$ cat src/am_pkg.sv
package am_pkg;

	// 64b/66b block geometry
	localparam int AM_HEAD_W = 2;
	localparam int AM_DATA_W = 64;
	localparam int AM_BLOCK_W = AM_HEAD_W + AM_DATA_W;

	// width of one byte of the data field and of the BIP fields
	localparam int AM_BYTE_W = 8;
	localparam int AM_BIP_W = 8;

	// number of lanes that have a marker row in the table below
	localparam int AM_LANE_MAX = 4;

	// markers are sent as control blocks
	localparam logic [AM_HEAD_W-1:0] AM_SYNC_CTRL = 2'b10;

	// byte positions of the parity fields inside the marker data field
	localparam int AM_BIP3_BYTE = 3;
	localparam int AM_BIP7_BYTE = 7;

	// six fixed bytes per lane go into the remaining byte positions
	localparam int AM_MARK_N = 6;
	localparam int AM_MARK_POS [AM_MARK_N] = '{0, 1, 2, 4, 5, 6};

	// per lane marker bytes M0, M1, M2, M4, M5, M6 in send order
	// byte 0 lands in data bits 7:0
	localparam logic [7:0] am_marker_bytes [AM_LANE_MAX][AM_MARK_N] = '{
		'{8'h90, 8'h76, 8'h47, 8'h6f, 8'h89, 8'hb8},
		'{8'hf0, 8'hc4, 8'he6, 8'h0f, 8'h3b, 8'h19},
		'{8'hc5, 8'h65, 8'h9b, 8'h3a, 8'h9a, 8'h64},
		'{8'ha2, 8'h79, 8'h3d, 8'h5d, 8'h86, 8'hc2}
	};

endpackage

$ cat src/am_ctrl.sv
`timescale 1ns/1ps

// marker slot timing shared by all lanes
// the strobe is high in the first cycle after reset and then once
// every 2^GAP_W cycles, when the block counter wraps
module am_ctrl #(
	parameter int GAP_W = 14
)(
	input  logic clk,
	input  logic nreset,
	output logic am_v_o
);

	// number of block periods since the last marker slot
	logic [GAP_W-1:0] gap_q;
	logic [GAP_W-1:0] gap_inc;
	logic             gap_ovf;

	// registered marker slot strobe
	logic am_v_q;
	logic am_v_next;

	// one extra bit catches the wrap of the counter
	always_comb begin
		{gap_ovf, gap_inc} = {1'b0, gap_q} + {{GAP_W{1'b0}}, 1'b1};
	end

	// a new slot opens in the cycle after the counter reaches all ones
	assign am_v_next = gap_ovf;

	always_ff @(posedge clk) begin
		if (~nreset) begin
			gap_q <= '0;
		end else begin
			// the counter runs freely, so the wrap itself sets the period
			gap_q <= gap_inc;
		end
	end

	always_ff @(posedge clk) begin
		if (~nreset) begin
			// the first block after reset is always a marker
			am_v_q <= 1'b1;
		end else begin
			am_v_q <= am_v_next;
		end
	end

	assign am_v_o = am_v_q;

endmodule

$ cat src/am_bip.sv
`timescale 1ns/1ps

// bit interleaved parity over the blocks a lane has sent
// bit j of the parity is the xor of every block bit whose index
// is j modulo 8, with the sync header at index 0 and 1
module am_bip import am_pkg::*; (
	input  logic                  clk,
	input  logic                  nreset,
	input  logic [AM_BLOCK_W-1:0] block_i,
	input  logic                  block_v_i,
	input  logic                  am_v_i,
	output logic [AM_BIP_W-1:0]   bip3_o
);

	// parity of the block currently on the lane output
	logic [AM_BIP_W-1:0] blk_par;
	logic [AM_BIP_W-1:0] cur_par;

	// parity of the blocks that already left the output register
	logic [AM_BIP_W-1:0] acc_q;

	always_comb begin
		blk_par = '0;
		for (int k = 0; k < AM_BLOCK_W; k++) begin
			blk_par[k % AM_BIP_W] = blk_par[k % AM_BIP_W] ^ block_i[k];
		end
	end

	// the output register holds zero until the first block after reset
	assign cur_par = block_v_i ? blk_par : '0;

	// running parity up to and including the block now on the output
	// this is what a marker registered at the next edge must carry
	assign bip3_o = acc_q ^ cur_par;

	always_ff @(posedge clk) begin
		if (~nreset) begin
			acc_q <= '0;
		end else if (am_v_i) begin
			// a marker is being registered, so the count starts over
			// the marker itself gets folded in one edge later, when it
			// sits on the output, which leaves its own parity alone
			acc_q <= '0;
		end else begin
			acc_q <= acc_q ^ cur_par;
		end
	end

endmodule

$ cat src/am_lane_tx.sv
`timescale 1ns/1ps

// one lane of the marker stage
// in a marker slot the lane sends its own marker block, otherwise
// it forwards the input block, with one cycle of latency either way
module am_lane_tx import am_pkg::*; #(
	parameter int LANE_ID = 0
)(
	input  logic                 clk,
	input  logic                 nreset,
	input  logic                 am_v_i,
	input  logic [AM_HEAD_W-1:0] head_i,
	input  logic [AM_DATA_W-1:0] data_i,
	output logic [AM_HEAD_W-1:0] head_o,
	output logic [AM_DATA_W-1:0] data_o
);

	// parity of everything sent since the previous marker
	logic [AM_BIP_W-1:0] bip3;

	// data field of this lane's marker block
	logic [AM_DATA_W-1:0] am_data;

	// block selected for the output register
	logic [AM_HEAD_W-1:0] head_next;
	logic [AM_DATA_W-1:0] data_next;

	// lane output register and its valid flag
	logic [AM_HEAD_W-1:0] head_q;
	logic [AM_DATA_W-1:0] data_q;
	logic                 out_v_q;

	// marker layout is M0 M1 M2 BIP3 M4 M5 M6 BIP7 from byte 0 up
	always_comb begin
		am_data = '0;
		for (int i = 0; i < AM_MARK_N; i++) begin
			am_data[AM_BYTE_W*AM_MARK_POS[i] +: AM_BYTE_W] = am_marker_bytes[LANE_ID][i];
		end
		am_data[AM_BYTE_W*AM_BIP3_BYTE +: AM_BYTE_W] = bip3;
		// BIP7 is simply the complement of BIP3
		am_data[AM_BYTE_W*AM_BIP7_BYTE +: AM_BYTE_W] = ~bip3;
	end

	// input block is dropped in a marker slot
	assign head_next = am_v_i ? AM_SYNC_CTRL : head_i;
	assign data_next = am_v_i ? am_data : data_i;

	always_ff @(posedge clk) begin
		if (~nreset) begin
			head_q  <= '0;
			data_q  <= '0;
			out_v_q <= 1'b0;
		end else begin
			head_q  <= head_next;
			data_q  <= data_next;
			out_v_q <= 1'b1;
		end
	end

	// the parity is taken over what actually leaves the lane
	am_bip m_bip (
		.clk       (clk),
		.nreset    (nreset),
		.block_i   ({data_q, head_q}),
		.block_v_i (out_v_q),
		.am_v_i    (am_v_i),
		.bip3_o    (bip3)
	);

	assign head_o = head_q;
	assign data_o = data_q;

endmodule

$ cat src/pcs_am_tx.sv
`timescale 1ns/1ps

// transmit side alignment marker insertion for LANE_N pcs lanes
// lane i uses slice i of every lane vector
module pcs_am_tx import am_pkg::*; #(
	parameter int LANE_N = 4,
	parameter int GAP_W  = 14
)(
	input  logic                        clk,
	input  logic                        nreset,

	input  logic [LANE_N*AM_HEAD_W-1:0] head_i,
	input  logic [LANE_N*AM_DATA_W-1:0] data_i,

	output logic [LANE_N*AM_HEAD_W-1:0] head_o,
	output logic [LANE_N*AM_DATA_W-1:0] data_o,

	// high in the cycle whose input blocks are not taken
	output logic                        am_slot_o
);

	// marker slot strobe seen by every lane
	logic am_v;

	am_ctrl #(
		.GAP_W (GAP_W)
	) m_ctrl (
		.clk    (clk),
		.nreset (nreset),
		.am_v_o (am_v)
	);

	// upstream has to hold its blocks for one cycle when this is high
	assign am_slot_o = am_v;

	// each lane picks its marker row from its position in the vector
	genvar i;
	generate
		for (i = 0; i < LANE_N; i++) begin : g_lane
			am_lane_tx #(
				.LANE_ID (i)
			) m_lane (
				.clk    (clk),
				.nreset (nreset),
				.am_v_i (am_v),
				.head_i (head_i[i*AM_HEAD_W +: AM_HEAD_W]),
				.data_i (data_i[i*AM_DATA_W +: AM_DATA_W]),
				.head_o (head_o[i*AM_HEAD_W +: AM_HEAD_W]),
				.data_o (data_o[i*AM_DATA_W +: AM_DATA_W])
			);
		end
	endgenerate

endmodule

$ cat config.mk
export PLATFORM = sky130hd
export DESIGN_NAME = pcs_am_tx
export DESIGN_NICKNAME = d
export VERILOG_FILES = /design/src/am_pkg.sv /design/src/am_ctrl.sv /design/src/am_bip.sv /design/src/am_lane_tx.sv /design/src/pcs_am_tx.sv
export SDC_FILE = /design/constraint.sdc
export NUM_CORES = 1
export LEC_CHECK = 0
export ABC_AREA = 1
export BUFFER_PORTS_ARGS = -buffer_cell sky130_fd_sc_hd__buf_2
export CAP_MARGIN = 20
export CORE_MARGIN = 10
export CORE_UTILIZATION = 39
export DETAILED_ROUTE_END_ITERATION = 7
export GPL_ROUTABILITY_DRIVEN = 0
export PLACE_DENSITY = 0.64
export SYNTH_ARGS = -nofsm -noshare
export SYNTH_HDL_FRONTEND = slang
export SYNTH_SLANG_ARGS = --single-unit
$ cat constraint.sdc
create_clock -name clk -period 5 [get_ports clk]
set_clock_uncertainty 0.15 [all_clocks]
set_input_delay 1 -clock clk [delete_from_list [all_inputs] [get_ports clk]]
set_output_delay 1 -clock clk [all_outputs]
set_load 0.005 [all_outputs]
==> metrics.md, run 1 <==
| Metric | Value |
|---|---|
| Status | `complete, no violations` |
| Std-Cell Rows | `70` |
| Period utilization | `60.0%` |
| DR iter-0 viols | `853` |
| Final setup fails | `0` |
| Share of layout cells above drive strength 1 | `21.5%` |
| Die area | `0.0453 sq mm` |
| First-pass GRT wire length | `75.4 mm` |
| Post-CTS Hold Fix Bufs | `0` |
| Dpl hpwl | `38.5 mm` |
| Setup tns final | `0 ps` |
| Levels on crit path | `2` |
| Max layer used | `met5` |
| Core Footprint | `0.0367 sq mm` |
| Area delta synth->final | `29.9%` |
| Critical Path End Type | `output pin` |
| Worst path arrival time | `1850 ps` |
| Fin. max-slew vios | `0` |
| Post_cts resized | `0` |
| Post-Syn Area | `0.0145 sq mm` |
| Syn nets | `2,605` |
| Initial Util | `39.6%` |
| PortBufs | `530` |
| Fmax | `333 MHz` |
| Final Util | `51.4%` |
| Relative slew slack | `30.9%` |
| #FFs+latches synth | `312` |
| CP Buf/Inv Count | `2` |
| M1 WL | `19.9 mm` |
| Reg2Reg Depth | `4` |
| Yosys warning total | `0` |
| Slowest stage cell on the critical path | `buf_4` |
| Crit Path Class | `register to output pin` |
| Clk_lat worst skew | `540 ps` |
| GRT Total Usage | `20.9%` |
| CTS tree | `yes` |
| RSZ-0062 raised after global routing | `false` |
| CTS clk-pin slew, worst paths | `60 ps` |
| Place WS | `2090 ps` |
| Max Cap Viol | `0` |
| Crit path max-delay family | `buffers and inverters` |
| Post-DR wirelength/cell | `14.8 um` |
| Clock buffer depth | `3` |
| Cell count after synthesis | `2,338` |
| Vias in the first global route | `14,534` |
| Maximum vdd drop | `245 uV` |
| Pleak | `11.0 nW` |
| # clock sinks | `312` |
| Setup bufs post-CTS | `0` |
| CP max FO | `78` |
| Power per Cell Area | `350 mW/mm^2` |
| Grt ovf | `0` |
| Boundary Pins | `531` |
| WL met3 | `3.75 mm` |
| Largest net degree at the start of global routing | `146` |
| Hold WS | `312 ps` |
| Hold WC Path Type | `register to register` |
| Min setup slack post-route | `2000 ps` |
| CP required | `3850 ps` |
| WL met2 | `24.3 mm` |
| Min-Delay Path Depth | `1` |
| Via/cell ratio | `4.50` |
| Final Hold Viols | `0` |
| Clk root buf | `clkbuf_16` |
| DIE HEIGHT | `213 um` |
| Nets | `3,120` |
| Initial antenna violation count | `5` |
| Unique masters post-synth | `28` |
| CP cell instances | `buf_4 -> buf_2` |
| Seq/Total Area, Yosys | `43.0%` |
| DRT Pass-1 Iters | `5` |
| Avg Inst Size Synth | `6.21 sq um` |
| Pwr Total | `6.60 mW` |
| Worst setup SP type | `register` |
| Worst slew pin tran | `1040 ps` |
| DR vias | `15,069` |
| Die Width | `213 um` |
| Crit path time final | `3000 ps` |
| DRC violations left | `0` |
| Final wirelength | `49.4 mm` |
| Final ANT Viol Nets | `0` |
| Total CTS buffers | `37` |
| Worst path max stage delay | `700 ps` |
| H-Tree Depth | `2` |
==> state kept, by name (all words and copies together) (netlist names) <==
name	count
m_ctrl.gap_q	14
g_lane.m_lane.m_bip.acc_q	32
g_lane.m_lane.head_o	8
g_lane.m_lane.out_v_q	1
g_lane.m_lane.data_o	256
m_ctrl.am_v_o	1
==> report_power, final <==
group | leakage (nW) | switching (mW) | total [mW] | internal, mW
clock | 0.606 | 1.08 | 2.75 | 1.67
combinational | 7.83 | 0.631 | 1.07 | 0.434
sequential | 2.59 | 0.145 | 2.79 | 2.64
total | 11.0 | 1.85 | 6.60 | 4.75
==> routing by layer <==
layer	track usage, %	vias to the layer above
li1	-	7886
met1	23.4	6672
met2	37.5	417
met3	5.28	90
met4	7.83	4
met5	0	-
==> through the flow <==
stage | area (sq um) | instances
after floorplan | 14500 | 2338
after global placement | 17600 | 3281
after detailed placement | 17600 | 3281
after CTS | 18800 | 3347
after global routing | 18900 | 3350
final | 18900 | 3351
==> area by class of cell <==
class | count | area, sq um
Clock inverter | 15 | 164
Timing Repair Buffer | 537 | 2730
Antenna cell | 3 | 7.51
Sequential cell | 312 | 6250
Multi-Input combinational cell | 1526 | 6390
Tap cell | 468 | 586
Fill cell | 3681 | 17800
Inverter | 439 | 1650
Clock buffer | 51 | 1080
==> synth_stat cells, drive strengths merged <==
cell	instances	share of area, %
nand2	795	21
nor2	458	12
inv	438	11
dfxtp	312	43
nand3	140	5.0
a21oi	39	1.3
clkbuf	39	1.0
nand4	32	1.4
xnor2	25	1.5
buf	22	0.65
xor2	17	1.0
nand3b	8	0.41
o21ai	5	0.17
nor3	4	0.25
clkinv	1	0.026
ha	1	0.086
o21a	1	0.052
o31ai	1	0.086
==> path summary, 6_finish.rpt <==
path,startpoint,endpoint,slack [ps]
setup / recovery,m_ctrl.am_v_o$_SDFF_PN1_,am_slot_o,2000
hold / removal,m_ctrl.gap_q[0]$_SDFF_PN0_,m_ctrl.gap_q[0]$_SDFF_PN0_,310
setup reg to reg,m_ctrl.am_v_o$_SDFF_PN1_,g_lane[1].m_lane.data_o[25]$_SDFF_PN0_,2330
hold reg to reg,m_ctrl.gap_q[0]$_SDFF_PN0_,m_ctrl.gap_q[0]$_SDFF_PN0_,310
==> cells in the final DEF, fill, tap and decap left out <==
| master | count |
|---|---|
| nand2_1 | 791 |
| buf_2 | 530 |
| nor2_1 | 453 |
| inv_1 | 436 |
| dfxtp_1 | 310 |
| nand3_1 | 136 |
| a21oi_1 | 39 |
| clkbuf_16 | 39 |
| nand4_1 | 32 |
| xnor2_1 | 25 |
| xor2_1 | 17 |
| nand3b_1 | 8 |
| clkinv_2 | 7 |
| clkbuf_1 | 6 |
| clkbuf_8 | 6 |
| buf_4 | 6 |
| clkinvlp_4 | 4 |
| diode_2 | 3 |
| nand2_2 | 3 |
| nor2_4 | 3 |
| nand3_2 | 3 |
| o21ai_0 | 3 |
| bufinv_16 | 3 |
| inv_2 | 2 |
| o21ai_1 | 2 |
| nor2_2 | 2 |
| inv_6 | 2 |
| nor3_1 | 2 |
| nand2_4 | 1 |
| nand3_4 | 1 |
| nor3_4 | 1 |
| o21a_1 | 1 |
| o31ai_2 | 1 |
| nor3_2 | 1 |
| ha_1 | 1 |
| dfxtp_2 | 1 |
| buf_16 | 1 |
| dfxtp_4 | 1 |
==> cell families after synthesis <==
group / share of synthesized area, %
AND/OR/NAND/NOR: 39.7
buffers and inverters: 13.0
flip-flops: 43.0
adder cells (fa/ha/maj): 0.0862
AO/OA/AOI/OAI: 1.65
XOR/XNOR: 2.53
==> worst reg2reg max path, stage by stage (launching register included) <==
cell and delay (ps):
dfxtp_4 340, buf_4 700, buf_4 930, nand3_1 290
a21oi_1 180
Note: power is estimated with default switching activity, not from simulation.
==> run 2: changes to the inputs <==
--- a/config.mk
+++ b/config.mk
@@ -12,7 +12,7 @@
 export CORE_UTILIZATION = 39
 export DETAILED_ROUTE_END_ITERATION = 7
 export GPL_ROUTABILITY_DRIVEN = 0
-export PLACE_DENSITY = 0.64
+export PLACE_DENSITY = 0.67
 export SYNTH_ARGS = -nofsm -noshare
 export SYNTH_HDL_FRONTEND = slang
 export SYNTH_SLANG_ARGS = --single-unit
==> constraint.sdc (replaced) <==
create_clock -name clk -period 2.74 [get_ports clk]
set_clock_uncertainty 0.15 [all_clocks]
set_input_delay 0.548 -clock clk [delete_from_list [all_inputs] [get_ports clk]]
set_output_delay 0.548 -clock clk [all_outputs]
set_load 0.005 [all_outputs]
==> run 2 against run 1 <==
  * Sequential share of layout area is 0.21 points lower
  * Combinational power is 82% higher
  * Design area is 0.62% higher
  * Register-to-register slack worse by 1500 ps
  * First-iteration DRC count is 6.4% lower
  * Routed wire length is 0.41% lower
  * Utilization is 0.32 points higher
  * Largest cell class unchanged
  * Largest power group is now the clock network
==> metrics.md, run 2 (synthesis results as in run 1) <==
| Metric | Value |
|---|---|
| Vias in the first global route | `14,755` |
| FF+latch area | `0.00625 sq mm` |
| Final Hold Viols | `0` |
| Slowest stage cell on the critical path | `dfxtp_4` |
| Fin. max-slew vios | `0` |
| Final Instance Area | `0.0190 sq mm` |
| Flip-flop count of the largest register after layout | `256` |
| DRT Pass-1 Iters | `5` |
| Dpl hpwl | `38.8 mm` |
| Final setup fails | `0` |
| Clk_lat worst skew | `540 ps` |
| Share of layout cells above drive strength 1 | `21.6%` |
| Worst Min Path Start | `data_i[199]` |
| Reg-to-reg endpoint | `g_lane[3].m_lane.data_o[57]$_SDFF_PN0_` |
| Setup tns final | `0 ps` |
| Status | `complete, no violations` |
| Internal reg-to-reg setup slack | `830 ps` |
| Place WS | `775 ps` |
| DR vias | `15,063` |
| Via/cell ratio | `4.49` |
| Worst path max stage delay | `540 ps` |
| Post-DR wirelength/cell | `14.7 um` |
| Switching share of power | `28.0%` |
| Core Footprint | `0.0367 sq mm` |
| CP startpoint | `m_ctrl.am_v_o$_SDFF_PN1_` |
| Commonest non-fill, non-tap cell in the layout | `nand2_1` |
| Switching pwr | `3.40 mW` |
| CP required | `2040 ps` |
| DRC violations left | `0` |
| Worst R2R Start | `g_lane[3].m_lane.data_o[39]$_SDFF_PP0_` |
| Std-Cell Rows | `70` |
| CP Buf/Inv Count | `1` |
| Worst path arrival time | `1280 ps` |
| Clk root buf | `clkbuf_16` |
| Worst slew pin tran | `804 ps` |
| Clock buffer depth | `3` |
| Grt ovf | `0` |
| Total CTS buffers | `37` |
| Period utilization | `72.1%` |
| M1 WL | `19.7 mm` |
| Relative slew slack | `46.4%` |
| Final Util | `51.7%` |
| Crit path time final | `1980 ps` |
| Die Width | `213 um` |
| Worst setup SP type | `register` |
| CP max FO | `22` |
| Reg2Reg Depth | `8` |
| Area delta synth->final | `30.7%` |
| WL met2 | `24.6 mm` |
| RSZ-0062 raised after global routing | `false` |
| PortBufs | `530` |
| Hold WC Path Type | `input port to register` |
| Post-CTS Hold Fix Bufs | `0` |
| # diodes | `0` |
| Min-Delay Path Depth | `3` |
| Boundary Pins | `531` |
| Final ANT Viol Nets | `0` |
| Maximum vdd drop | `409 uV` |
| Die area | `0.0453 sq mm` |
| Crit path max-delay family | `flip-flops` |
| DR iter-0 viols | `798` |
| Max Cap Viol | `0` |
| DIE HEIGHT | `213 um` |
| First-pass GRT wire length | `75.8 mm` |
| CTS tree | `yes` |
| H-Tree Depth | `2` |
| Initial Util | `39.6%` |
| Register share of total power | `41.9%` |
| Power per Cell Area | `640 mW/mm^2` |
| Pint | `8.75 mW` |
| Largest net degree at the start of global routing | `76` |
| CTS clk-pin slew, worst paths | `60 ps` |
| Max layer used | `met5` |
| Fmax | `506 MHz` |
| Clock power share | `42.0%` |
| Hold EP | `g_lane[3].m_lane.data_o[7]$_SDFF_PN0_` |
| Logic pwr share | `16.1%` |
| Setup bufs post-CTS | `0` |
| Critical Path End Type | `output pin` |
| Placed Area | `0.0177 sq mm` |
| Most frequent cells in the layout | `791 x nand2_1, 530 x buf_2, 453 x nor2_1` |
| Initial antenna violation count | `3` |
| WL met3 | `3.67 mm` |
| Min setup slack post-route | `764 ps` |
| Nets | `3,126` |
| Final wirelength | `49.2 mm` |
| Post_cts resized | `0` |
| Pleak | `11.1 nW` |
| GRT Total Usage | `21.0%` |
| CP cell instances | `buf_2` |
| Filler cells | `3,641` |
| Crit Path Class | `register to output pin` |
| Multi-input logic area | `0.00639 sq mm` |
| # clock sinks | `312` |
-- run 2: cell types whose count changed in the layout (fill, tap and decap cells not counted), sizes merged --
| cell | change |
|---|---|
| buf | +6 |
| clkinv | -5 |
| diode | -3 |
| clkbuf | +2 |
| inv | +1 |
-- run 2: worst max path at each step --
stage                                              to  slack [ps]  cells past startpoint
2_1_floorplan             m_ctrl.gap_q[12]$_SDFF_PN0_        1100                     10
3_3_place_gp   g_lane[2].m_lane.data_o[58]$_SDFF_PN0_         800                      6
3_5_place_dp   g_lane[2].m_lane.data_o[61]$_SDFF_PN0_         770                      6
4_1_cts                                     am_slot_o         710                      1
5_1_grt        g_lane[3].m_lane.data_o[57]$_SDFF_PN0_         600                     10
6_report                                    am_slot_o         760                      1
-- run 2: final cells by class --
| cell class | count | share of cell area (%) |
|---|---|---|
| well taps | 468 | 3.09 |
| repair buffers | 543 | 14.9 |
| inverters | 439 | 8.71 |
| flip-flops and latches | 312 | 32.9 |
| clock buffers | 53 | 5.89 |
| clock inverters | 11 | 0.798 |
| multi-input cells | 1526 | 33.7 |
-- run 2: through the flow --
step	std cells	total power, mW	hold WS, ps
floorplan	2338	6.31	279
global placement	3288	7.09	291
detailed placement	3288	7.15	297
CTS	3352	12.3	17.2
global route	3352	12.8	39.4
finish	3352	12.1	58.3
-- run 2: power by group through the flow --
stage | combinational (mW) | sequential [mW] | clock, mW
final | 1.95 | 5.09 | 5.10
after detailed placement | 1.97 | 5.19 | 0
after CTS | 1.98 | 5.09 | 5.23
after global placement | 1.92 | 5.18 | 0
after floorplan | 1.17 | 5.14 | 0
after global routing | 2.27 | 5.13 | 5.40
-- run 2: layer usage --
layer | vias to the layer above | track usage (%)
met4 | 6 | 6.89
met5 | - | 0
met2 | 395 | 38.0
met3 | 74 | 5.25
li1 | 7897 | -
met1 | 6691 | 23.4
